`src/rtl/dcachePkg.sv`:
```
package dcachePkg;

  // basic widths
  localparam int AddrW = 32;
  localparam int DataW = 64;
  localparam int LineW = 256;

  // cache geometry, two ways of 64 lines
  localparam int NumSets      = 64;
  localparam int IndexW       = 6;
  localparam int OffsetW      = 5;
  localparam int TagW         = AddrW - IndexW - OffsetW;
  localparam int BeatsPerLine = LineW / DataW;
  localparam int WordSelW     = 2;
  // byte offset inside one pipeline word
  localparam int ByteW        = 3;

  typedef logic [AddrW-1:0]   addrT;
  typedef logic [DataW-1:0]   wordT;
  typedef logic [LineW-1:0]   lineT;
  typedef logic [TagW-1:0]    tagT;
  typedef logic [IndexW-1:0]  indexT;
  typedef logic [DataW/8-1:0] maskT;

  // one request from the load/store pipeline
  typedef struct packed {
    logic write;
    addrT addr;
    wordT wdata;
    maskT mask;
  } cpuReqT;

  // address split into its cache fields
  typedef struct packed {
    tagT                 tag;
    indexT               index;
    logic [OffsetW-1:0]  offset;
  } addrFieldsT;

  // store word already shifted into place, mask widened to bits
  typedef struct packed {
    logic [WordSelW-1:0] wordSel;
    wordT                data;
    wordT                bitMask;
  } storeT;

  typedef enum logic [2:0] {
    IDLE,
    COMPARE,
    WRBACK,
    MISS,
    REFILL,
    REPLACE
  } cacheStateT;

endpackage
```
`src/rtl/reqLatch.sv`:
```
module reqLatch import dcachePkg::*; (
  input  logic       clk,
  input  logic       rst_n,
  input  logic       accept_i,
  input  cpuReqT     req_i,
  output cpuReqT     latched_o,
  output addrFieldsT fields_o,
  output storeT      store_o
);

  logic [ByteW-1:0] byteOff;
  maskT             byteMask;

  // pipeline moves on after acceptance, so keep our own copy
  always_ff @(posedge clk or negedge rst_n) begin
    if (!rst_n) begin
      latched_o <= '0;
    end else if (accept_i) begin
      latched_o <= req_i;
    end
  end

  assign fields_o = latched_o.addr;

  // low address bits give the byte lane of the store
  assign byteOff  = latched_o.addr[ByteW-1:0];
  assign byteMask = latched_o.mask << byteOff;

  always_comb begin
    store_o.wordSel = latched_o.addr[OffsetW-1:ByteW];
    store_o.data    = latched_o.wdata << {byteOff, 3'b000};
    // one byte enable covers eight data bits
    for (int b = 0; b < DataW / 8; b++) begin
      store_o.bitMask[b*8 +: 8] = {8{byteMask[b]}};
    end
  end

endmodule

```
`config.mk`:
```
export PLATFORM = sky130hd
export DESIGN_NAME = reqLatch
export DESIGN_NICKNAME = d
export VERILOG_FILES = /design/src/rtl/dcachePkg.sv /design/src/rtl/reqLatch.sv
export SDC_FILE = /design/constraint.sdc
export NUM_CORES = 1
export LEC_CHECK = 0
export BUFFER_PORTS_ARGS = -buffer_cell sky130_fd_sc_hd__clkbuf_2
export CORE_MARGIN = 3
export CORE_UTILIZATION = 32
export DETAILED_ROUTE_END_ITERATION = 10
export PLACE_DENSITY = 0.69
export SLEW_MARGIN = 20
export SYNTH_ARGS = -nofsm -noshare
export SYNTH_HDL_FRONTEND = slang
export SYNTH_SLANG_ARGS = --single-unit
```
`constraint.sdc`:
```
create_clock -name clk -period 5.6 [get_ports clk]
set_input_delay 0.56 -clock clk [delete_from_list [all_inputs] [get_ports clk]]
set_output_delay 0.56 -clock clk [all_outputs]
set_load 0.02 [all_outputs]
```
==> impl_results.md <==
* Top cells by count, synth: mux2_2, dfrtp_1, buf_4
* Clock Latency Late Sink at 0.34 ns
* Clock tree buffer depth at 2
* Layout fillers at 2058
* Final Power at 2.67 mW
* GRT Resource Usage Total at 20.6%
* Hold_buf cts at 0
* Area delta synth->final at 23.7%
* Routed Antenna Nets at 0
* Post-synthesis sequential area ratio at 38.9%
* Core region area at 20500 um2
* Reg clk slew, reported paths at 0.08 ns
* Pwr/cell area at 320 nW/um2
* Final Core Density at 40.7%
* Storage cell area at 2630 um2
* Largest net degree at the start of global routing at 59
* Synth Net Count at 708
* Final Max Slew Viols at 0
* Type of the worst setup path: reg2out
* TritonRoute pass-1 iters at 5
* Post-Syn Instances at 600
* Area of the multi-input gates at 3150 um2
* H-Tree Depth at 3
* WL/cell at 21.5 um
* Unrepaired setup endpoints after global routing: false
* Die Ht at 151 um
* Endpoints failing setup at 0
* Port bufs at 374
* GPL Wtd Cong at 0.822
* Initial antenna violation count at 0
* CP peak stage delay at 0.87 ns
* Top cell type's share of synthesized area at 38.9%
* Async SR Flop Fraction at 100%
* Num rows at 52
* Yosys warning count at 0
* Fin. Hold Viols at 0
* Top FF cell, synth: dfrtp_1
* DP HPWL at 19.2 mm
* Initial Utilization at 32.9%
* Top-Level Pins at 375
* Max stage delay cell, worst path: dfrtp_4
* Cell Chain, Critical Path: buf_4 > nand2_1 > nor3b_1 > a221oi_2 > clkbuf_2
* Final worst setup slack at 2.03 ns
* Worst Tran Pin Value at 0.775 ns
* Number of synthesized flops with an enable pin at 0
* TritonCTS Buffers at 9
* Largest area contributor in the netlist: dfrtp_1
* Max cap viols at 0
* Peak supply drop at 0.139 mV
* CP endpoint kind: output port
* Fin crit share at 63.7%
* Critical Path Fanout Max at 54
* FF-to-FF path depth at 2
* Num Clock Sinks at 105
* CP Data Required Time at 5.04 ns
* Ant. Diodes at 0
* TNS Setup at 0 ns
* Rel. slew slack at 48.3%
* Lkg Pwr at 4.19 nW
* Routed wire length at 24.3 mm
* NumNets Final at 963
* HP Class: in2async
* CTS Root Buffer Type: clkbuf_16
* Leading cell types by total area after synthesis: dfrtp_1, mux2_2, buf_4
* Maximum clock rate at 280 MHz
* Vias at 5712
* Layout cells sized above 1 at 62.1%
* CTS resizes at 0
* Synth cell types at 32
* Worst EP arrival at 3.01 ns
* Crit start category: flip-flop
* Die Area at 22900 um2
* Register bit total from synthesis at 105
* First-pass GRT wire length at 35.1 mm
* Syn Area/Cell at 11.2 um2
* Drt drc at 0
* Vias in the first global route at 5576
* Outcome: completed
* DIE WIDTH at 151 um
* Pre-CTS setup slack at 2.43 ns
* Most frequent cell after synthesis: mux2_2
* Total grt overflow at 0
* Vias per Instance at 5.05
* CTS tree: done
* Iteration-0 DRC Markers at 285
* Worst Skew at 0 ns
* Post-CTS Setup Bufs at 0
* Min Tclk post-route at 3.57 ns
* Syn Std Cell Area at 6750 um2
-- routing by layer --
layer / vias up / track usage (%) / routed length, um
met1: 2816 / 21.6 / 8340
li1: 2589 / - / -
met5: - / 0 / 0
met4: 0 / 4.31 / 306
met3: 16 / 4.16 / 1640
met2: 291 / 41.6 / 14000
-- power by group --
group	leakage [nW]	internal (mW)	switching (mW)
combinational	2.82	0.396	0.678
sequential	1.23	0.834	0.133
clock	0.140	0.311	0.318
total	4.19	1.54	1.13
-- worst paths after layout --
check	to	startpoint	slack (ns)
setup / recovery	store_o[51]	fields_o[0]$_DFFE_PN0P_	2.03
hold / removal	latched_o[33]$_DFFE_PN0P_	rst_n	0.22
setup reg to reg	fields_o[0]$_DFFE_PN0P_	fields_o[0]$_DFFE_PN0P_	3.89
hold reg to reg	latched_o[104]$_DFFE_PN0P_	latched_o[104]$_DFFE_PN0P_	0.52
max in group asynchronous	fields_o[2]$_DFFE_PN0P_	rst_n	4.08
min in group clk	fields_o[27]$_DFFE_PN0P_	req_i[99]	0.43
-- critical path, delay by kind of cell, from the launching register on --
family	cells	cell delay (ns)
flip-flops	1	0.87
AO/OA/AOI/OAI	1	0.48
buffers and inverters	2	0.93
AND/OR/NAND/NOR	2	0.32
-- state kept, by name (all words and copies together), names as in the netlist --
signal and flops:
latched_o 73, fields_o 32
-- cell families after synthesis --
kind of cell	synth area share (%)
AND/OR/NAND/NOR	6.17
multiplexers	30.1
buffers and inverters	14.4
AO/OA/AOI/OAI	10.4
flip-flops	38.9
-- cells in the final DEF (no fill, tap or decap) --
cell type / Yosys / final
o21a_1: 9 / 9
a22oi_2: 1 / 1
clkinvlp_4: 0 / 1
mux2_1: 1 / 1
mux2_4: 7 / 7
and3_1: 9 / 9
o22ai_1: 10 / 10
nor3b_1: 1 / 1
inv_6: 0 / 1
o21ai_1: 16 / 16
clkbuf_2: 0 / 372
buf_4: 101 / 10
a221oi_2: 9 / 9
a211oi_1: 8 / 8
nor2b_1: 6 / 6
nor3_1: 9 / 9
dfrtp_2: 0 / 2
nor2_1: 36 / 36
or2_1: 1 / 1
dfrtp_4: 0 / 1
clkbuf_16: 0 / 9
inv_8: 0 / 2
mux2_2: 114 / 114
a22oi_1: 8 / 8
nor2_4: 1 / 1
nand3b_1: 8 / 8
dfrtp_1: 105 / 102
nand2_1: 2 / 2
inv_2: 1 / 1
o22a_1: 9 / 9
and2_1: 6 / 6
clkinv_4: 0 / 2
a221o_1: 9 / 9
mux2i_1: 63 / 63
nand2b_1: 2 / 2
clkinv_2: 0 / 1
o21ai_0: 11 / 11
-- through the flow --
stage	std cells	area (um2)	hold slack (ns)
after detailed placement	1114	8060	0.498
after CTS	1130	8350	0.237
after global placement	1114	8060	0.495
after floorplan	600	6750	0.264
after global routing	1130	8350	0.266
final	1130	8350	0.223
-- cell type report --
class | count | share of cell area, %
multi-input cells | 356 | 37.7
flip-flops and latches | 105 | 31.5
repair buffers | 382 | 23.2
well taps | 270 | 4.05
clock buffers | 9 | 2.70
clock inverters | 7 | 0.734
inverters | 1 | 0.0450
No activity file was read; power rests on OpenSTA's default activity.
