### config.mk
export PLATFORM = sky130hd
export DESIGN_NAME = cacheCtrl
export DESIGN_NICKNAME = d
export VERILOG_FILES = /design/src/rtl/dcachePkg.sv /design/src/rtl/cacheCtrl.sv
export SDC_FILE = /design/constraint.sdc
export NUM_CORES = 1
export LEC_CHECK = 0
export ABC_AREA = 1
export BUFFER_PORTS_ARGS = -buffer_cell sky130_fd_sc_hd__buf_2
export CAP_MARGIN = 20
export CORE_AREA = 2 2 39 41
export CTS_CLUSTER_DIAMETER = 150
export DETAILED_ROUTE_END_ITERATION = 10
export DIE_AREA = 0 0 41 43
export GPL_ROUTABILITY_DRIVEN = 0
export SYNTH_ARGS = -nofsm -noshare
export SYNTH_HDL_FRONTEND = slang
export SYNTH_SLANG_ARGS = --single-unit
export TNS_END_PERCENT = 20
### constraint.sdc
create_clock -name clk -period 1.2 [get_ports clk]
set_input_delay 0.24 -clock clk [delete_from_list [all_inputs] [get_ports clk]]
set_output_delay 0.24 -clock clk [all_outputs]
set_load 0.02 [all_outputs]
### src/rtl/dcachePkg.sv
package dcachePkg;

  // basic widths
  localparam int AddrW = 32;
  localparam int DataW = 64;
  localparam int LineW = 256;

  // cache geometry, two ways of 64 lines
  localparam int NumSets      = 64;
  localparam int IndexW       = 6;
  localparam int OffsetW      = 5;
  localparam int TagW         = AddrW - IndexW - OffsetW;
  localparam int BeatsPerLine = LineW / DataW;
  localparam int WordSelW     = 2;
  // byte offset inside one pipeline word
  localparam int ByteW        = 3;

  typedef logic [AddrW-1:0]   addrT;
  typedef logic [DataW-1:0]   wordT;
  typedef logic [LineW-1:0]   lineT;
  typedef logic [TagW-1:0]    tagT;
  typedef logic [IndexW-1:0]  indexT;
  typedef logic [DataW/8-1:0] maskT;

  // one request from the load/store pipeline
  typedef struct packed {
    logic write;
    addrT addr;
    wordT wdata;
    maskT mask;
  } cpuReqT;

  // address split into its cache fields
  typedef struct packed {
    tagT                 tag;
    indexT               index;
    logic [OffsetW-1:0]  offset;
  } addrFieldsT;

  // store word already shifted into place, mask widened to bits
  typedef struct packed {
    logic [WordSelW-1:0] wordSel;
    wordT                data;
    wordT                bitMask;
  } storeT;

  typedef enum logic [2:0] {
    IDLE,
    COMPARE,
    WRBACK,
    MISS,
    REFILL,
    REPLACE
  } cacheStateT;

endpackage
### src/rtl/cacheCtrl.sv
module cacheCtrl import dcachePkg::*; (
  input  logic       clk,
  input  logic       rst_n,
  input  logic       reqValid_i,
  input  logic       isStore_i,
  input  logic       hit_i,
  input  logic       victimDirty_i,
  input  logic       rdReady_i,
  input  logic       wbReady_i,
  input  logic       rdLast_i,
  output cacheStateT state_o,
  output logic       addrOk_o,
  output logic       dataOk_o,
  output logic       accept_o,
  output logic       storeHit_o,
  output logic       fill_o,
  output logic       missEvent_o,
  output logic       bypass_o
);

  cacheStateT stateQ;
  cacheStateT stateNext;
  logic       enteredQ;
  logic       bypassQ;

  // new request only when idle or on a load hit
  assign addrOk_o = (stateQ == IDLE) || ((stateQ == COMPARE) && hit_i && !isStore_i);
  assign accept_o = reqValid_i && addrOk_o;

  always_comb begin
    stateNext = stateQ;
    case (stateQ)
      IDLE: begin
        if (accept_o) begin
          stateNext = COMPARE;
        end
      end
      COMPARE: begin
        if (hit_i) begin
          stateNext = accept_o ? COMPARE : IDLE;
        end else if (victimDirty_i) begin
          stateNext = WRBACK;
        end else begin
          stateNext = MISS;
        end
      end
      // bus request goes out one cycle after entry
      WRBACK: begin
        if (!enteredQ && wbReady_i) begin
          stateNext = MISS;
        end
      end
      MISS: begin
        if (!enteredQ && rdReady_i) begin
          stateNext = REFILL;
        end
      end
      REFILL: begin
        if (rdLast_i) begin
          stateNext = REPLACE;
        end
      end
      REPLACE: begin
        stateNext = COMPARE;
      end
      default: begin
        stateNext = IDLE;
      end
    endcase
  end

  always_ff @(posedge clk or negedge rst_n) begin
    if (!rst_n) begin
      stateQ   <= IDLE;
      enteredQ <= 1'b0;
      bypassQ  <= 1'b0;
    end else begin
      stateQ   <= stateNext;
      enteredQ <= stateNext != stateQ;
      // line was written last cycle, serve the word from the buffer
      bypassQ  <= stateQ == REPLACE;
    end
  end

  assign state_o    = stateQ;
  assign bypass_o   = bypassQ;
  assign dataOk_o   = (stateQ == COMPARE) && hit_i;
  assign storeHit_o = (stateQ == COMPARE) && hit_i && isStore_i;

  // tag written with the last beat, victim flips after the line write
  assign fill_o      = (stateQ == REFILL) && rdLast_i;
  assign missEvent_o = stateQ == REPLACE;

endmodule

==> impl_metrics.yaml <==
synthesis:
  syn_nets: 57
  synth_compound_area_share_pct: 4.58
  synth_area_leaders: "dfrtp_1 38%, nand2_1 11%, inv_1 10%"
  synth_top_family_by_area: "simple AND/OR/NAND/NOR gates"
  ys.warnings.count: 0
  synth_top_cell_by_area: "dfrtp_1"
  synthAdderAreaFrac_pct: 0
  synth.avg_cell_area_sq_um: 6.83
  ys_seq_area_share_pct: 38.2
  synthDistinctLibCells: 14
  synth-simple-area-share_pct: 45.8
  syn_inst: 48
  synthMuxAreaShare_pct: 0
  syn-cell-area_sq_um: 328
  synth_xor_area_share_pct: 0
  yosys_register_bits: 5
  yosysTopAreaCellShare_pct: 38.2
drt:
  drtIter0Drc: 4
  vias_per_cell: 4.30
  antenna_left: 0
  drc: 0
  first_pass_iters: 4
  wl_um: 908
  vias: 426
  detail_route.wl_per_cell_um: 9.17
grt:
  antenna_found_initial: 0
  grt_overflow_total: 0
  grt_util_all_layers_pct: 12.9
  grt_pass1_wl_mm: 1.57
  grt_pass1_vias: 414
  grt_max_degree: 6
floorplanning:
  ios: 19
  die_y_um: 43
  core-area_sq_um: 1380
  die_w_um: 41
  rows: 14
  die-area_sq_um: 1760
  initial_core_util_pct: 23.7
cells_and_area:
  nets: 93
  final_util_pct: 45.8
  drive_gt1_share_pct: 65.1
  antennaDiodeCount: 0
  stdcell_area_sq_um: 633
  final-instance-count-excl-fill: 99
  flow.area_growth_from_synthesis_pct: 93.1
clock_network:
  ctsHtreeMaxLevel: 1
  cts_tree: "built"
  cts_root_buf: "clkbuf_4"
  clk_latency_ps: 240
  cts_buffers: 3
  clock-sinks: 5
  clk_pin_slew_ps: 40
  cts.path.max_buffers: 2
worst_setup_path:
  path_class: "flop to output pin"
  path_cells: "inv_2, nand4_1, buf_4, nor2_4, buf_6"
  reg2regPathDepth: 10
  critPathLaunchType: "flop"
  reg2reg_setup_slack_ps: -200
  cp_top_family: "flip-flops"
  worstPathArrival_ps: 1280
  endpoint_kind: "output pin"
  cpPeakStageDelay_ps: 440
  cp_slowest_cell: "dfrtp_2"
  cp_max_fo: 5
  critPathBufInv: 3
  r2r-start: "state_o[1]"
  required_ps: 960
  rr_endpoint: "enteredQ"
pwr:
  p_leak_nw: 0.363
  p_per_area_nw_per_um2: 2380
  total_power_mw: 1.51
  irDropWorstVdd_v: 0.00105
timing:
  setup_ws_ps: -316
  fin_tns_setup_ps: -2100
  slew-limit-headroom_pct: 88.5
  tightest_slew_ps: 173
  finalCritPeriodShare_pct: 126
  finalMaxSlewViolations: 0
  fmax_ghz: 0.660
  min_period_ps: 1520
  finalSetupViolations: 10
  finClkSkew_ps: 0.382
  holdWs_ps: 270
  timing_hold_violations_final: 0
  grt_setup_unrepaired: "true"
worst_hold_path:
  hp-start: "rdReady_i"
  hold_depth: 3
  whs_endpoint: "state_o[2]"
  hold_path_class: "input pin to flop"
place:
  post_dp_cell_area_sq_um: 538
  dpl.hpwl_um: 788
  io_buffers: 18
  place_inst: 93
  post-place-ws_ps: -102
outcome:
  status: "finished, violations left"
  violations: "negative setup slack"
job:
  maxCapViolCount: 0
[power by group]
group / internal, mW / total [mW] / switching, mW
Sequential: 0.242 / 0.316 / 0.0740
Clock: 0.126 / 0.191 / 0.0657
Combinational: 0.470 / 1.00 / 0.532
Total: 0.837 / 1.51 / 0.672
[what timing repair did]
action,CTS,global route
resized for setup,11,6
setup buffers,1,0
setup endpoints to repair,9,11
pin swaps,1,1
hold buffers,1,0
hold endpoints to repair,5,0
[cells in the mapped netlist (all sizes together)]
cell type / count
nor3: 1
o21ai: 2
nand4: 2
nand3: 7
dfrtp: 5
nor2: 8
a21oi: 1
nand2: 12
inv: 10
[routing by layer]
| metal | up-vias | wire length, um | GRT usage [%] |
|---|---|---|---|
| met1 | 186 | 391 | 15.0 |
| met2 | 16 | 442 | 20.9 |
| met5 | - | 0 | 0 |
| met3 | 2 | 59 | 1.57 |
| li1 | 222 | - | - |
| met4 | 0 | 14 | 8.00 |
[kinds of logic (layout without fill, tap and decap cells)]
logic type             count (synthesis)  count (layout)
AND/OR/NAND/NOR                       30              30
buffers and inverters                 10              45
flip-flops                             5               5
AO/OA/AOI/OAI                          3               3
[cell type report]
type / count / area [sq um]
clock buffers: 4 / 26.3
repair buffers: 31 / 223
inverters: 10 / 37.5
multi-input cells: 33 / 198
fillers: 154 / 751
flip-flops and latches: 5 / 129
well taps: 16 / 20.0
[worst max path at each step]
stage,start,endpoint,slack (ps),cells past startpoint
CTS,state_o[1],storeHit_o,-330,5
floorplan,state_o[2],accept_o,-90,5
global route,state_o[2],storeHit_o,-410,5
global placement,state_o[1],storeHit_o,-110,5
finish,state_o[1],storeHit_o,-320,5
detailed placement,state_o[2],enteredQ,-100,7
[flip-flops by register name (all words and copies together) (netlist names)]
| signal | flops |
|---|---|
| enteredQ | 1 |
| bypass_o | 1 |
| state_o | 3 |
[worst reg2reg max path: stages (launching register included)]
cell,delay (ps)
dfrtp_2,440
buf_4,140
buf_4,120
nand2_1,70
nor2_2,40
nand2_1,70
nand3_1,90
nor2_2,120
nand2_2,80
nand2_2,60
nand3_2,50
[placed cells by master (no fill, tap or decap)]
cell type      Yosys  layout
dlygate4sd3_1      0       1
buf_6              0       4
nand3_1            5       5
nor2_1             5       1
o21ai_2            0       1
nor2_4             0       1
nand4_1            2       2
a21oi_1            1       1
nand2_1           10       9
nand3_2            2       2
clkbuf_1           0       1
inv_2              1       4
inv_1              9       6
dfrtp_1            5       2
buf_2              0      11
clkbuf_4           0       3
dfrtp_2            0       3
nor2_2             3       6
o21ai_1            1       1
nand2_2            2       3
buf_4              0      15
nor3_4             0       1
Power figures use the tool's default switching activity.
