<file path="src/rtl/dcachePkg.sv">
package dcachePkg;

  // basic widths
  localparam int AddrW = 32;
  localparam int DataW = 64;
  localparam int LineW = 256;

  // cache geometry, two ways of 64 lines
  localparam int NumSets      = 64;
  localparam int IndexW       = 6;
  localparam int OffsetW      = 5;
  localparam int TagW         = AddrW - IndexW - OffsetW;
  localparam int BeatsPerLine = LineW / DataW;
  localparam int WordSelW     = 2;
  // byte offset inside one pipeline word
  localparam int ByteW        = 3;

  typedef logic [AddrW-1:0]   addrT;
  typedef logic [DataW-1:0]   wordT;
  typedef logic [LineW-1:0]   lineT;
  typedef logic [TagW-1:0]    tagT;
  typedef logic [IndexW-1:0]  indexT;
  typedef logic [DataW/8-1:0] maskT;

  // one request from the load/store pipeline
  typedef struct packed {
    logic write;
    addrT addr;
    wordT wdata;
    maskT mask;
  } cpuReqT;

  // address split into its cache fields
  typedef struct packed {
    tagT                 tag;
    indexT               index;
    logic [OffsetW-1:0]  offset;
  } addrFieldsT;

  // store word already shifted into place, mask widened to bits
  typedef struct packed {
    logic [WordSelW-1:0] wordSel;
    wordT                data;
    wordT                bitMask;
  } storeT;

  typedef enum logic [2:0] {
    IDLE,
    COMPARE,
    WRBACK,
    MISS,
    REFILL,
    REPLACE
  } cacheStateT;

endpackage
</file>
<file path="src/rtl/busPort.sv">
module busPort import dcachePkg::*; (
  input  logic       clk,
  input  logic       rst_n,
  input  cacheStateT state_i,
  input  addrFieldsT fields_i,
  input  tagT        victimTag_i,
  input  lineT       victimLine_i,
  input  logic       rdReady_i,
  input  logic       beatValid_i,
  input  wordT       rdData_i,
  input  logic       wbReady_i,
  output logic       rdValid_o,
  output addrT       rdAddr_o,
  output logic       wbValid_o,
  output addrT       wbAddr_o,
  output lineT       wbLine_o,
  output lineT       refill_o
);

  cacheStateT          stateQ;
  logic                entering;
  logic [WordSelW-1:0] beatCnt;

  assign entering = state_i != stateQ;

  // refill always fetches the whole line
  assign rdAddr_o = {fields_i.tag, fields_i.index, {OffsetW{1'b0}}};

  always_ff @(posedge clk or negedge rst_n) begin
    if (!rst_n) begin
      stateQ    <= IDLE;
      rdValid_o <= 1'b0;
      wbValid_o <= 1'b0;
      beatCnt   <= '0;
    end else begin
      stateQ <= state_i;

      if ((state_i == MISS) && entering) begin
        rdValid_o <= 1'b1;
      end else if (rdValid_o && rdReady_i) begin
        rdValid_o <= 1'b0;
      end

      if ((state_i == WRBACK) && entering) begin
        wbValid_o <= 1'b1;
      end else if (wbValid_o && wbReady_i) begin
        wbValid_o <= 1'b0;
      end

      // lowest word arrives first
      if (state_i == MISS) begin
        beatCnt <= '0;
      end else if ((state_i == REFILL) && beatValid_i) begin
        beatCnt <= beatCnt + 1'b1;
      end
    end
  end

  always_ff @(posedge clk) begin
    // snapshot of the dirty victim before it gets overwritten
    if ((state_i == WRBACK) && entering) begin
      wbLine_o <= victimLine_i;
      wbAddr_o <= {victimTag_i, fields_i.index, {OffsetW{1'b0}}};
    end
    if ((state_i == REFILL) && beatValid_i) begin
      refill_o[beatCnt*DataW +: DataW] <= rdData_i;
    end
  end

endmodule

</file>
<file path="config.mk">
export PLATFORM = sky130hd
export DESIGN_NAME = busPort
export DESIGN_NICKNAME = d
export VERILOG_FILES = /design/src/rtl/dcachePkg.sv /design/src/rtl/busPort.sv
export SDC_FILE = /design/constraint.sdc
export NUM_CORES = 1
export LEC_CHECK = 0
export ABC_AREA = 1
export BUFFER_PORTS_ARGS = -buffer_cell sky130_fd_sc_hd__buf_2
export CAP_MARGIN = 20
export CORE_AREA = 2 2 374 376
export DETAILED_ROUTE_END_ITERATION = 16
export DIE_AREA = 0 0 376 378
export HOLD_SLACK_MARGIN = 0.06
export PLACE_DENSITY_LB_ADDON = 0.05
export SLEW_MARGIN = 20
export SYNTH_ARGS = -nofsm -noshare
export SYNTH_HDL_FRONTEND = slang
export SYNTH_SLANG_ARGS = --single-unit
</file>
<file path="constraint.sdc">
create_clock -name clk -period 8.52 [get_ports clk]
set_input_delay 0.852 -clock clk [delete_from_list [all_inputs] [get_ports clk]]
set_output_delay 0.852 -clock clk [all_outputs]
set_load 0.02 [all_outputs]
</file>
==> results.txt, run 1 <==
- The run finished with clean final reports.
- Maximum number of pins on one net before global-route repair: 146
* Cell taking the most area after synthesis: sky130_fd_sc_hd__edfxtp_1
- In the global route stage, overall resource usage came out at 12.9%.
* Grt ovf: 0
* Final Hold Violating Endpoints: 0
* Clock period minus worst slack: 2970 ps
- The synthesized design devotes to its leading area cell type 85.7% of total area.
* Number of global-route vias before repair: 13000
- Excluding fillers, the count of instances in the completed layout stands at 3805.
- Post-route cell area: 27700 um^2
- After layout, the worst path uses 34.8% of the clock period.
- Resized Gates After CTS: 0
- Worst reg2reg setup slack: 5550 ps
* Number of nets still failing antenna checks after routing: 0
* Total setup violations reported at the end of the flow: 0
* Worst slew margin relative to its limit: 21.0%
* Setup tns final: 0 ps
* Net total in the final layout: 2315
* Most numerous cell in the Yosys netlist: sky130_fd_sc_hd__edfxtp_1
* Initial antenna violation count: 43
- Max H-tree Level: 3
- The first global-routing pass estimated 122000 um of wire.
- Tracing the worst setup path back leads to its startpoint at beatCnt[0]$_DFFE_PN0P_.
- Overall die area: 142000 um^2
- Of the synthesized area, sequential elements account for 86.6%.
- Number of cell rows: 137
* Leading cell types by count after synthesis: 539 x sky130_fd_sc_hd__edfxtp_1, 198 x sky130_fd_sc_hd__nor2_1, 81 x sky130_fd_sc_hd__nand2_1
- The synthesized design contains 539 enable-type register cells.
- The tool flagged a number of max-cap violations equal to 0.
* Relative area change from synthesis to final layout: 46.7%
- Post-DR vias/cell: 3.26
- The floorplan step set the die width to 376 um.
- In this run the critical register-to-register path is launched from beatCnt[0]$_DFFE_PN0P_.
- Fraction of synthesis flops using an asynchronous set or reset pin: 1.28%
- Pre-antenna DRT Iters: 6
- Gate count of the mapped netlist: 1000
- DRT iter0 DRCs: 596
* TritonCTS clock tree: built
* Buffer type at the clock tree root: sky130_fd_sc_hd__clkbuf_16
- Largest fanout of any net on the critical path: 33
- Placer congestion estimate: 0.782
- At the pin with the least slew margin, the transition time is 1180 ps.
* Worst setup EP type: register
* Power per unit of standard cell area: 248 nW/um^2
- Kind of launch point of the worst setup path: register
* Post-Synthesis Cell Area: 18900 um^2
* Synthesis warning total: 0
- Clk buf depth: 3
* Synth Register Bits: 546
- HPWL after detailed placement: 71500 um
- Number of cells after detailed placement: 3658
- Setup Skew: 28.5 ps
* Clock slew at reported path FFs: 60 ps
- Maximum vdd ir drop: 124 uV
- Number of clock sinks seen by CTS: 546
- Top cells by area, synth: sky130_fd_sc_hd__edfxtp_1 86%, sky130_fd_sc_hd__nor2_1 3.9%, sky130_fd_sc_hd__nor3b_2 3.8%
- Placed inst area: 25400 um^2
- Share of post-route cells with drive strength above 1: 54.6%
* Hold-fix buffers at CTS: 1
* Pre-CTS worst setup slack: 4790 ps
- The worst path meets setup with 5550 ps of slack.
- Critical path class: register to register
- Post-CTS Repair Setup Buffers: 0
- Main flop type after synthesis: sky130_fd_sc_hd__edfxtp_1
- For this run, design rule violations remaining after detail routing come to 0.
- After detailed routing, the total wire length is 95200 um.
- Overall via count from detail_route: 12400
- For the worst setup path, the data arrival time is 3340 ps.
- For this design the top-level I/O count stands at 959.
- Starting utilization of the core area: 13.6%
- Hold timing on the final database bottoms out at a slack of 345 ps.
- Source-to-sink clock delay at the later pin of the worst-skew pair: 660 ps
- The count of final max-slew check failures was 0.
- The count of buffers added on input and output ports is 901.
* Data required time of the worst path: 8890 ps
- Die boundary height: 378 um
* Synthesized area per cell: 18.9 um^2
- Distinct cell type count of the synthesized netlist: 21
* Beginning of the worst hold path: victimLine_i[194]
- For this run, the top clock speed supported by timing is 337 MHz.
- Hold Path Class: input port to register
- Setup repair after global routing left no endpoint under its margin.
* Area of the core: 139000 um^2
- Number of buffers created by CTS: 75
- Static power due to leakage: 10.5 nW
* Routed wire per std cell: 25.0 um
[cells by family (layout without fill, tap and decap cells)]
group | Yosys count | after routing | share of synthesized area [%]
other cells | 1 | 22 | 0.0199
simple gates | 352 | 352 | 9.82
flops | 546 | 546 | 86.6
buf+inv | 93 | 1070 | 3.11
compound gates | 2 | 2 | 0.0530
fa+ha+maj | 5 | 5 | 0.331
xor+xnor | 1 | 1 | 0.0464
[flip-flops by register name (all words and copies together) (netlist names)]
register and cells:
refill_o 256, wbLine_o 256, wbAddr_o 27, stateQ 3, beatCnt 2, rdValid_o 1
wbValid_o 1
[final timing paths]
check | end | depth (start not counted)
max | refill_o[50]$_DFFE_PP_ | 5
min | wbLine_o[194]$_DFFE_PP_ | 1
max reg2reg | refill_o[50]$_DFFE_PP_ | 5
min reg2reg | rdValid_o$_DFFE_PN0P_ | 2
max in group asynchronous | beatCnt[1]$_DFFE_PN0P_ | 2
min in group asynchronous | rdValid_o$_DFFE_PN0P_ | 2
[cell usage in the layout, fill, tap and decap left out, types with 5 or more instances in the layout]
cell                          n
sky130_fd_sc_hd__buf_2      901
sky130_fd_sc_hd__buf_4       13
sky130_fd_sc_hd__clkbuf_1    20
sky130_fd_sc_hd__clkbuf_16   75
sky130_fd_sc_hd__clkinv_1    14
sky130_fd_sc_hd__clkinv_2    14
sky130_fd_sc_hd__conb_1      10
sky130_fd_sc_hd__dfrtp_1      7
sky130_fd_sc_hd__diode_2     12
sky130_fd_sc_hd__edfxtp_1   539
sky130_fd_sc_hd__ha_1         5
sky130_fd_sc_hd__inv_1       16
sky130_fd_sc_hd__nand2_1     79
sky130_fd_sc_hd__nor2_1     194
sky130_fd_sc_hd__nor3_1       6
sky130_fd_sc_hd__nor3b_2     57
[area by class of cell]
type / instances / area, um^2
inverter: 19 / 80.1
timing repair buffer: 917 / 4660
fill: 15100 / 111000
clock inverter: 39 / 332
clock buffer: 95 / 1950
sequential: 546 / 16400
tap: 1807 / 2260
antenna: 12 / 30.0
multi-input combinational: 370 / 2030
[stage by stage]
step | power (mW) | util (%)
after global placement | 3.99 | 18.3
after CTS | 7.08 | 20.0
after detailed placement | 4.00 | 18.3
after global routing | 7.19 | 20.0
after floorplan | 3.62 | -
final | 6.88 | 20.0
[routing by layer]
| metal | GRT usage (%) | part of all wire [%] | vias to the layer above | wire length [um] |
|---|---|---|---|---|
| li1 | - | - | 5484 | - |
| met1 | 12.0 | 32 | 6060 | 30800 |
| met3 | 7.79 | 14 | 168 | 12900 |
| met4 | 4.17 | 2.6 | 46 | 2490 |
| met5 | 0 | 0.32 | - | 306 |
| met2 | 23.1 | 51 | 639 | 48600 |
[report_power, final]
group	total [mW]	internal [mW]	switching, mW
combinational	0.816	0.184	0.632
clock	3.00	1.67	1.32
sequential	3.07	3.05	0.0185
total	6.88	4.91	1.97
[critical path, cell delays in order, from the launching register on]
cell,delay (ps)
sky130_fd_sc_hd__dfrtp_1,540
sky130_fd_sc_hd__inv_2,180
sky130_fd_sc_hd__ha_1,380
sky130_fd_sc_hd__or2_4,660
sky130_fd_sc_hd__buf_4,730
sky130_fd_sc_hd__nor3b_1,110
No activity file was read; power rests on OpenSTA's default activity.
==> inputs of run 2 (changes only) <==
==> constraint.sdc (replaced) <==
create_clock -name clk -period 2.77 [get_ports clk]
set_input_delay 0.277 -clock clk [delete_from_list [all_inputs] [get_ports clk]]
set_output_delay 0.277 -clock clk [all_outputs]
set_load 0.02 [all_outputs]
==> results.txt, run 2 (synthesis results as in run 1) <==
- Slowest cell on crit path: sky130_fd_sc_hd__dfrtp_1
* Psw: 6.14 mW (+210%)
- Final Hold Violating Endpoints: 0 (unchanged)
- Total routing usage reported by global routing: 13.3% (+0.48 points)
- Arrival @ worst endpoint: 2730 ps (-610 ps)
- The layout filler cell count was 14900 (-1.3%).
- The total routed wirelength is 98200 um (+3.2%).
- The worst clock skew on the final layout came to 19.0 ps (-9.51 ps).
* Number of input and output port buffers inserted: 901 (unchanged)
- Post-DR vias/cell: 3.28 (+0.80%)
- Top library cells by usage in the layout, fill and taps aside: 901 x sky130_fd_sc_hd__buf_2, 539 x sky130_fd_sc_hd__edfxtp_1, 355 x sky130_fd_sc_hd__dlygate4sd3_1
- Clk buf depth: 3 (unchanged)
* First-pass GRT wire length: 129000 um (+5.4%)
- The number of buffers added to fix hold violations after cts is 355 (+354).
- Initial antenna violation count: 18 (-58%)
- Seq pwr share: 42.6% (-2.0 points)
- The final design utilization is 22.9% (+2.9 points).
* Clock share of power: 42.5% (-1.1 points)
* Transition time of the tightest slew-check pin: 596 ps (-588 ps)
* Placer congestion estimate: 0.783 (+0.13%)
- The combinational cell fraction of total power was 14.8% (+2.9 points).
- Grt ovf: 0 (unchanged)
- Share of post-route cells with drive strength above 1: 46.7% (-7.9 points)
- The routed length per placed instance came to 23.4 um (-6.3%).
- Maximum number of pins on one net before global-route repair: 62 (-58%)
- Source-to-sink clock delay at the later pin of the worst-skew pair: 670 ps (about the same)
- Hold Path Class: input port to register
- The count of endpoints failing setup in the final report is 0 (unchanged).
- The post-CTS repair timing setup buffer count came to 0 (unchanged).
* Starting utilization of the core area: 13.6% (unchanged)
* Number of nets still failing antenna checks after routing: 0 (unchanged)
- The detailed-router iteration count before antenna repair came to 6 (unchanged).
* Switching power share of the total: 27.7% (-0.94 points)
- DRC Markers: 0 (unchanged)
* Number of global-route vias before repair: 14900 (+14%)
- Max H-tree Level: 3 (unchanged)
* Worst setup EP type: register
* Width of the die: 376 um (unchanged)
* Fraction of the cycle the final worst path needs: 84.5% (+50 points)
- The final layout net count came to 2699 (+17%).
- Setup repair after global routing missed its margin: false
- The number of clock sinks was 546 (unchanged).
* TritonCTS clock tree: built
- The count of max-cap constraint violations is 0 (unchanged).
* Relative area change from synthesis to final layout: 68.0%
- Number of cell rows: 137 (unchanged)
- Multi-input gate area: 2030 um^2 (+0.12%)
- The run finished with clean final reports.
- Setup tns final: 0 ps (unchanged)
* Overall die area: 142000 um^2 (unchanged)
* Resized Gates After CTS: 0 (unchanged)
- The sequential standard cell area was 16400 um^2 (unchanged).
- The headroom to the max-slew limit is 60.2% (+39 points).
- Cells along the critical path: inv_2, ha_1, nand2_1, inv_1, nand2_4, buf_12, nor2_1
* Critical path class: register to register
- DRT iter0 DRCs: 658 (+10%)
* Most common library cell in the layout ignoring fill and taps: sky130_fd_sc_hd__buf_2
- The detailed placer's ending HPWL was 75200 um (+5.2%).
- The total via count in the routed design came to 13800 (+11%).
- The power density of the placed cells was 697 nW/um^2 (+180%).
- Delay contributed by the slowest stage of the critical path: 540 ps (-190 ps)
- Pins over their slew limit: 0 (unchanged)
- I/O pin count: 959 (unchanged)
- The largest registers in the layout are refill_o (256), wbLine_o (256), wbAddr_o (27).
* Number of buffers created by CTS: 77 (+2.7%)
- The placeable core region came to 139000 um^2 (unchanged).
- Die boundary height: 378 um (unchanged)
- The static power due to leakage was 12.2 nW (+16%).
- Highest Clock Rate: 427 MHz (+27%)
* Buffer type at the clock tree root: sky130_fd_sc_hd__clkbuf_16
- Worst-case hold slack: 326 ps (-19.7 ps)
- Clock slew at reported path FFs: 60 ps (about the same)
* Largest fanout of any net on the critical path: 23 (-30%)
- Power, Total: 22.1 mW (+220%)
- The worst ir drop on vdd was 368 uV (+200%).
- The minimum period implied by the final worst setup slack came to 2340 ps (-628 ps).
- The data required time of the worst path was 3150 ps (-5740 ps).
- Cell Int Power: 16.0 mW (+230%)
- Kind of launch point of the worst setup path: register
[run 2: cell type report]
cell class	instances	area share (%)
Timing Repair Buffer	1299	27.2
Tap cell	1807	7.12
Multi-Input combinational cell	370	6.41
Sequential cell	546	51.5
Clock inverter	24	0.828
Inverter	19	0.240
Antenna cell	14	0.110
Clock buffer	108	6.50
[run 2: critical path: cells and delay by family (launching register included)]
family                   cells  cell delay, ps
buffers and inverters        3             580
flip-flops                   1             540
AND/OR/NAND/NOR              3             540
adder cells (fa/ha/maj)      1             380
[run 2: worst paths after layout]
path | from | endpoint | slack, ps | cells after the start
worst max register to register | beatCnt[0]$_DFFE_PN0P_ | refill_o[83]$_DFFE_PP_ | 430 | 7
max in group asynchronous | rst_n | wbValid_o$_DFFE_PN0P_ | 1850 | 3
min in group asynchronous | rst_n | beatCnt[1]$_DFFE_PN0P_ | 640 | 3
worst max-delay path | beatCnt[0]$_DFFE_PN0P_ | refill_o[83]$_DFFE_PP_ | 430 | 7
worst min register to register | wbValid_o$_DFFE_PN0P_ | wbValid_o$_DFFE_PN0P_ | 500 | 2
worst min-delay path | victimLine_i[89] | wbLine_o[89]$_DFFE_PP_ | 330 | 2
[run 2: power by group through the flow]
| stage | Clock [mW] | Sequential [mW] | Combinational, mW |
|---|---|---|---|
| after floorplan | 0 | 9.85 | 1.26 |
| after global routing | 10.1 | 9.45 | 3.60 |
| after global placement | 0 | 9.60 | 2.99 |
| after CTS | 9.87 | 9.43 | 3.46 |
| final | 9.41 | 9.43 | 3.28 |
| after detailed placement | 0 | 9.60 | 2.99 |
[run 2: through the flow]
stage | worst slack (ps) | cells | area (um^2)
floorplan | -2530 | 1009 | 19000
global placement | 324 | 3686 | 25800
finish | 430 | 4187 | 31700
CTS | 295 | 4173 | 31700
detailed placement | 308 | 3686 | 25800
global route | 207 | 4183 | 31700
[run 2: routing by layer]
metal / wire length (um) / up-vias / global-route usage [%]
li1: - / 6236 / -
met1: 33700 / 6742 / 13.3
met2: 49400 / 619 / 23.6
met3: 11400 / 142 / 6.61
met4: 3510 / 12 / 5.16
met5: 70 / - / 0
==> inputs of run 3 (changes only) <==
--- a/config.mk
+++ b/config.mk
@@ -5,12 +5,12 @@
 export SDC_FILE = /design/constraint.sdc
 export NUM_CORES = 1
 export LEC_CHECK = 0
-export ABC_AREA = 1
+export ABC_AREA = 0
 export BUFFER_PORTS_ARGS = -buffer_cell sky130_fd_sc_hd__buf_2
 export CAP_MARGIN = 20
-export CORE_AREA = 2 2 374 376
+export CORE_AREA = 2 2 371 373
 export DETAILED_ROUTE_END_ITERATION = 16
-export DIE_AREA = 0 0 376 378
+export DIE_AREA = 0 0 373 375
 export HOLD_SLACK_MARGIN = 0.06
 export PLACE_DENSITY_LB_ADDON = 0.05
 export SLEW_MARGIN = 20
==> constraint.sdc (replaced) <==
create_clock -name clk -period 2 [get_ports clk]
set_input_delay 0.2 -clock clk [delete_from_list [all_inputs] [get_ports clk]]
set_output_delay 0.2 -clock clk [all_outputs]
set_load 0.02 [all_outputs]
==> results.txt, run 3 <==
- The flow ran to the end, and the final reports show no timing, DRC or antenna violations.
* Starting utilization of the core area: 14.0% (+0.36 points)
- The data required time of the worst path came to 2520 ps (-630 ps).
- First-pass GRT wire length: 130000 um (+0.96%)
- The global-route met1 utilization is 14.0% (+0.69 points).
- STA classifies the critical path startpoint as a register.
- The fraction of registers with async set or reset after synthesis came to 1.28% (unchanged).
- Share of the synthesized area in the top cell type: 84.8% (-0.87 points)
- The ratio of cells with drive above 1 in the final layout was 47.7% (+1.0 points).
* Distinct cell type count of the synthesized netlist: 28 (+33%)
* Compound-gate portion of the synthesized area: 0.197% (+0.14 points)
- Post-CTS Repair Setup Buffers: 0 (unchanged)
- Setup tns final: 0 ps (unchanged)
* Static power due to leakage: 12.2 nW (+0.32%)
* Net total in the final layout: 2687 (-0.44%)
- The count of endpoints failing setup in the final report is 0 (unchanged).
* Maximum number of pins on one net before global-route repair: 44 (-29%)
* Worst setup path startpoint: beatCnt[0]$_DFFE_PN0P_
- Leading cell types by count after synthesis: 539 x sky130_fd_sc_hd__edfxtp_1, 133 x sky130_fd_sc_hd__nor2_1, 68 x sky130_fd_sc_hd__and2_1
- Reg-to-reg critical path startpoint: beatCnt[0]$_DFFE_PN0P_
* Clock slew at reported path FFs: 60 ps (about the same)
- Max-cap violations: 0 (unchanged)
- Clock period minus worst slack: 1920 ps (-416 ps)
- Post-synthesis mux area share: 0% (unchanged)
- The combined area of all synthesized cells was 19100 um^2 (+1.0%).
- Smallest setup slack after layout: 75.8 ps (-354 ps)
* Critical path class: register to register
* Xor/xnor share of the synthesized area: 0% (-0.046 points)
* Relative area change from synthesis to final layout: 68.4%
* Number of nets still failing antenna checks after routing: 0 (unchanged)
- GR peak layer: met2
- Utilization of the core after routing: 23.6% (+0.66 points)
* Die boundary height: 375 um (-0.79%)
* HPWL after detailed placement: 75700 um (+0.69%)
- DRC Markers: 0 (unchanged)
* Setup Skew: 27.6 ps (+8.64 ps)
- GR Layer Usage met2: 23.5% (-0.15 points)
* CP Capture Point: refill_o[197]$_DFFE_PP_
- The number of buffers between clock root and the deepest sink came to 3 (unchanged).
- Synth Area in Adders: 0.328% (-0.0034 points)
- Post-route cell area: 32100 um^2 (+1.3%)
- Overall via count from detail_route: 13600 (-1.4%)
* Grt ovf: 0 (unchanged)
- CTS placed an instance of sky130_fd_sc_hd__clkbuf_16 at the clock tree root.
* Most numerous cell in the Yosys netlist: sky130_fd_sc_hd__edfxtp_1
- Placed inst area: 26100 um^2 (+1.2%)
* Power per unit of standard cell area: 894 nW/um^2 (+28%)
- The floorplan row count is 136 (-0.73%).
- Count of flip-flops with a built-in enable after synthesis: 539 (unchanged)
- Post-DR vias/cell: 3.26 (-0.83%)
- Source-to-sink clock delay at the later pin of the worst-skew pair: 680 ps (about the same)
* Width of the die: 373 um (-0.80%)
* Overall die area: 140000 um^2 (-1.6%)
- In this run the critical register-to-register path is captured at refill_o[197]$_DFFE_PP_.
* Main flop type after synthesis: sky130_fd_sc_hd__edfxtp_1
- Worst setup EP type: register
- The average cell area after synthesis came to 19.6 um^2 (+3.6%).
* I/O pin count: 959 (unchanged)
- The simple-gate share of the synthesized area is 10.8% (+0.99 points).
- The number of cells on the worst reg-to-reg path was 5 (-2).
- Synthesis warning total: 0 (unchanged)
- The instance count of the mapped netlist came to 975 (-2.5%).
- Synth Register Bits: 546 (unchanged)
- Sequential-to-total area share from yosys stat: 85.7% (-0.88 points)
- Number of input and output port buffers inserted: 901 (unchanged)
- The largest registers in the layout are refill_o (256), wbLine_o (256), wbAddr_o (27).
* Worst reg2reg setup slack: 80 ps (-350 ps)
- Final Hold Violating Endpoints: 0 (unchanged)
* TritonCTS clock tree: built
* Most common library cell in the layout ignoring fill and taps: sky130_fd_sc_hd__buf_2
- The via count of the first global-routing pass was 14600 (-1.4%).
- Number of clock sinks seen by CTS: 546 (unchanged)
- The number of DRC markers in iteration 0 came to 574 (-13%).
- Hold Path Class: input port to register
- Top library cells by usage in the layout, fill and taps aside: 901 x sky130_fd_sc_hd__buf_2, 539 x sky130_fd_sc_hd__edfxtp_1, 355 x sky130_fd_sc_hd__dlygate4sd3_1
* Top cells by area, synth: sky130_fd_sc_hd__edfxtp_1 85%, sky130_fd_sc_hd__nor2_4 3.3%, sky130_fd_sc_hd__nor2_1 2.6%
* Max H-tree Level: 3 (unchanged)
- The largest total area in the synthesized netlist belongs to sky130_fd_sc_hd__edfxtp_1.
- The count of final max-slew check failures was 0 (unchanged).
- Largest fanout of any net on the critical path: 23 (unchanged)
* Number of buffers created by CTS: 76 (-1.3%)
* Area of the core: 136000 um^2 (-1.6%)
- Arrival @ worst endpoint: 2440 ps (-290 ps)
- The total routed wirelength was 97600 um (-0.59%).
- The fraction of met3 tracks used by global routing was 7.09% (+0.49 points).
- Initial antenna violation count: 19 (+1)
- The weighted congestion at the end of routability-driven global placement is 0.784 (+0.10%).
- Pre-antenna DRT Iters: 4 (-2)
* Pre-CTS worst setup slack: 99.6 ps (-208 ps)
* Setup repair after global routing missed its margin: false
- The worst ir drop on vdd was 576 uV (+56%).
- Fraction of the cycle the final worst path needs: 96.2% (+12 points)
- Routed wire per std cell: 23.4 um (about the same)
* Highest Clock Rate: 520 MHz (+22%)
* Largest family of logic cells by synthesized area: simple AND/OR/NAND/NOR gates
- The overall routing resource usage was 13.7% (+0.30 points).
run 3: changes by cell type after synthesis, moves of 5 or more:
cell                       delta
sky130_fd_sc_hd__buf_2       -23
sky130_fd_sc_hd__buf_6        -5
sky130_fd_sc_hd__buf_12       +6
sky130_fd_sc_hd__nor3b_2     -57
sky130_fd_sc_hd__clkbuf_1    +23
sky130_fd_sc_hd__buf_4        -5
sky130_fd_sc_hd__and2_1      +68
sky130_fd_sc_hd__nor2_4      +56
sky130_fd_sc_hd__nand2_1     -80
sky130_fd_sc_hd__nand2b_1    +62
sky130_fd_sc_hd__inv_1        -7
sky130_fd_sc_hd__nor2_1      -65
run 3: critical path, stage by stage (launching register included):
cell and delay [ps]:
sky130_fd_sc_hd__dfrtp_1 370, sky130_fd_sc_hd__inv_2 50, sky130_fd_sc_hd__ha_1 360, sky130_fd_sc_hd__or3_4 510, sky130_fd_sc_hd__buf_12 210, sky130_fd_sc_hd__nor2_4 170
run 3: where the power goes:
| group | switching [mW] | internal (mW) | total, mW |
|---|---|---|---|
| registers | 0.0471 | 12.8 | 12.9 |
| clock network | 5.61 | 7.79 | 13.4 |
| logic | 1.36 | 1.13 | 2.49 |
| total | 7.01 | 21.7 | 28.7 |
run 3: cell families (layout without fill, tap and decap cells):
kind of cell / after synthesis / count (layout)
simple gates: 336 / 336
buf+inv: 81 / 1454
compound gates: 6 / 6
fa+ha+maj: 5 / 5
other cells: 1 / 20
flops: 546 / 546
run 3: worst min-delay path by stage:
| stage | slack [ps] | startpoint | to | cells after the start |
|---|---|---|---|---|
| after global routing | 190 | victimLine_i[54] | wbLine_o[54]$_DFFE_PP_ | 2 |
| after global placement | 60 | rst_n | rdValid_o$_DFFE_PN0P_ | 1 |
| after floorplan | -100 | rst_n | beatCnt[0]$_DFFE_PN0P_ | 0 |
| final | 230 | victimTag_i[20] | wbAddr_o[31]$_DFFE_PP_ | 2 |
| after CTS | 150 | victimLine_i[112] | wbLine_o[112]$_DFFE_PP_ | 2 |
| after detailed placement | 60 | rst_n | wbValid_o$_DFFE_PN0P_ | 1 |
run 3: per-layer routing:
layer  vias up  part of all wire [%]
met5         -                 0.053
met4        10                   3.4
met3       137                    12
met2       632                    49
met1      6611                    36
li1       6162                     -
run 3: what timing repair did:
| action | CTS | global route |
|---|---|---|
| endpoints found under the setup margin | 0 | 0 |
| hold buffers | 355 | 0 |
| gates resized for setup | 0 | 0 |
| endpoints found under the hold margin | 548 | 0 |
run 3: layout make-up:
| cell class | instances | area (um^2) |
|---|---|---|
| fillers | 14500 | 104000 |
| flip-flops and latches | 546 | 16400 |
| repair buffers | 1309 | 8790 |
| multi-input cells | 357 | 2260 |
| well taps | 1794 | 2240 |
| clock buffers | 96 | 2000 |
| clock inverters | 38 | 420 |
| inverters | 11 | 41.3 |
| diodes | 10 | 25.0 |
run 3: stage by stage:
step | instances | power (mW) | hold WS [ps]
global placement | 3662 | 15.0 | 57.4
floorplan | 984 | 14.0 | -95.6
CTS | 4151 | 29.5 | 149
detailed placement | 3662 | 15.0 | 60.0
global route | 4158 | 30.0 | 186
finish | 4161 | 28.7 | 226
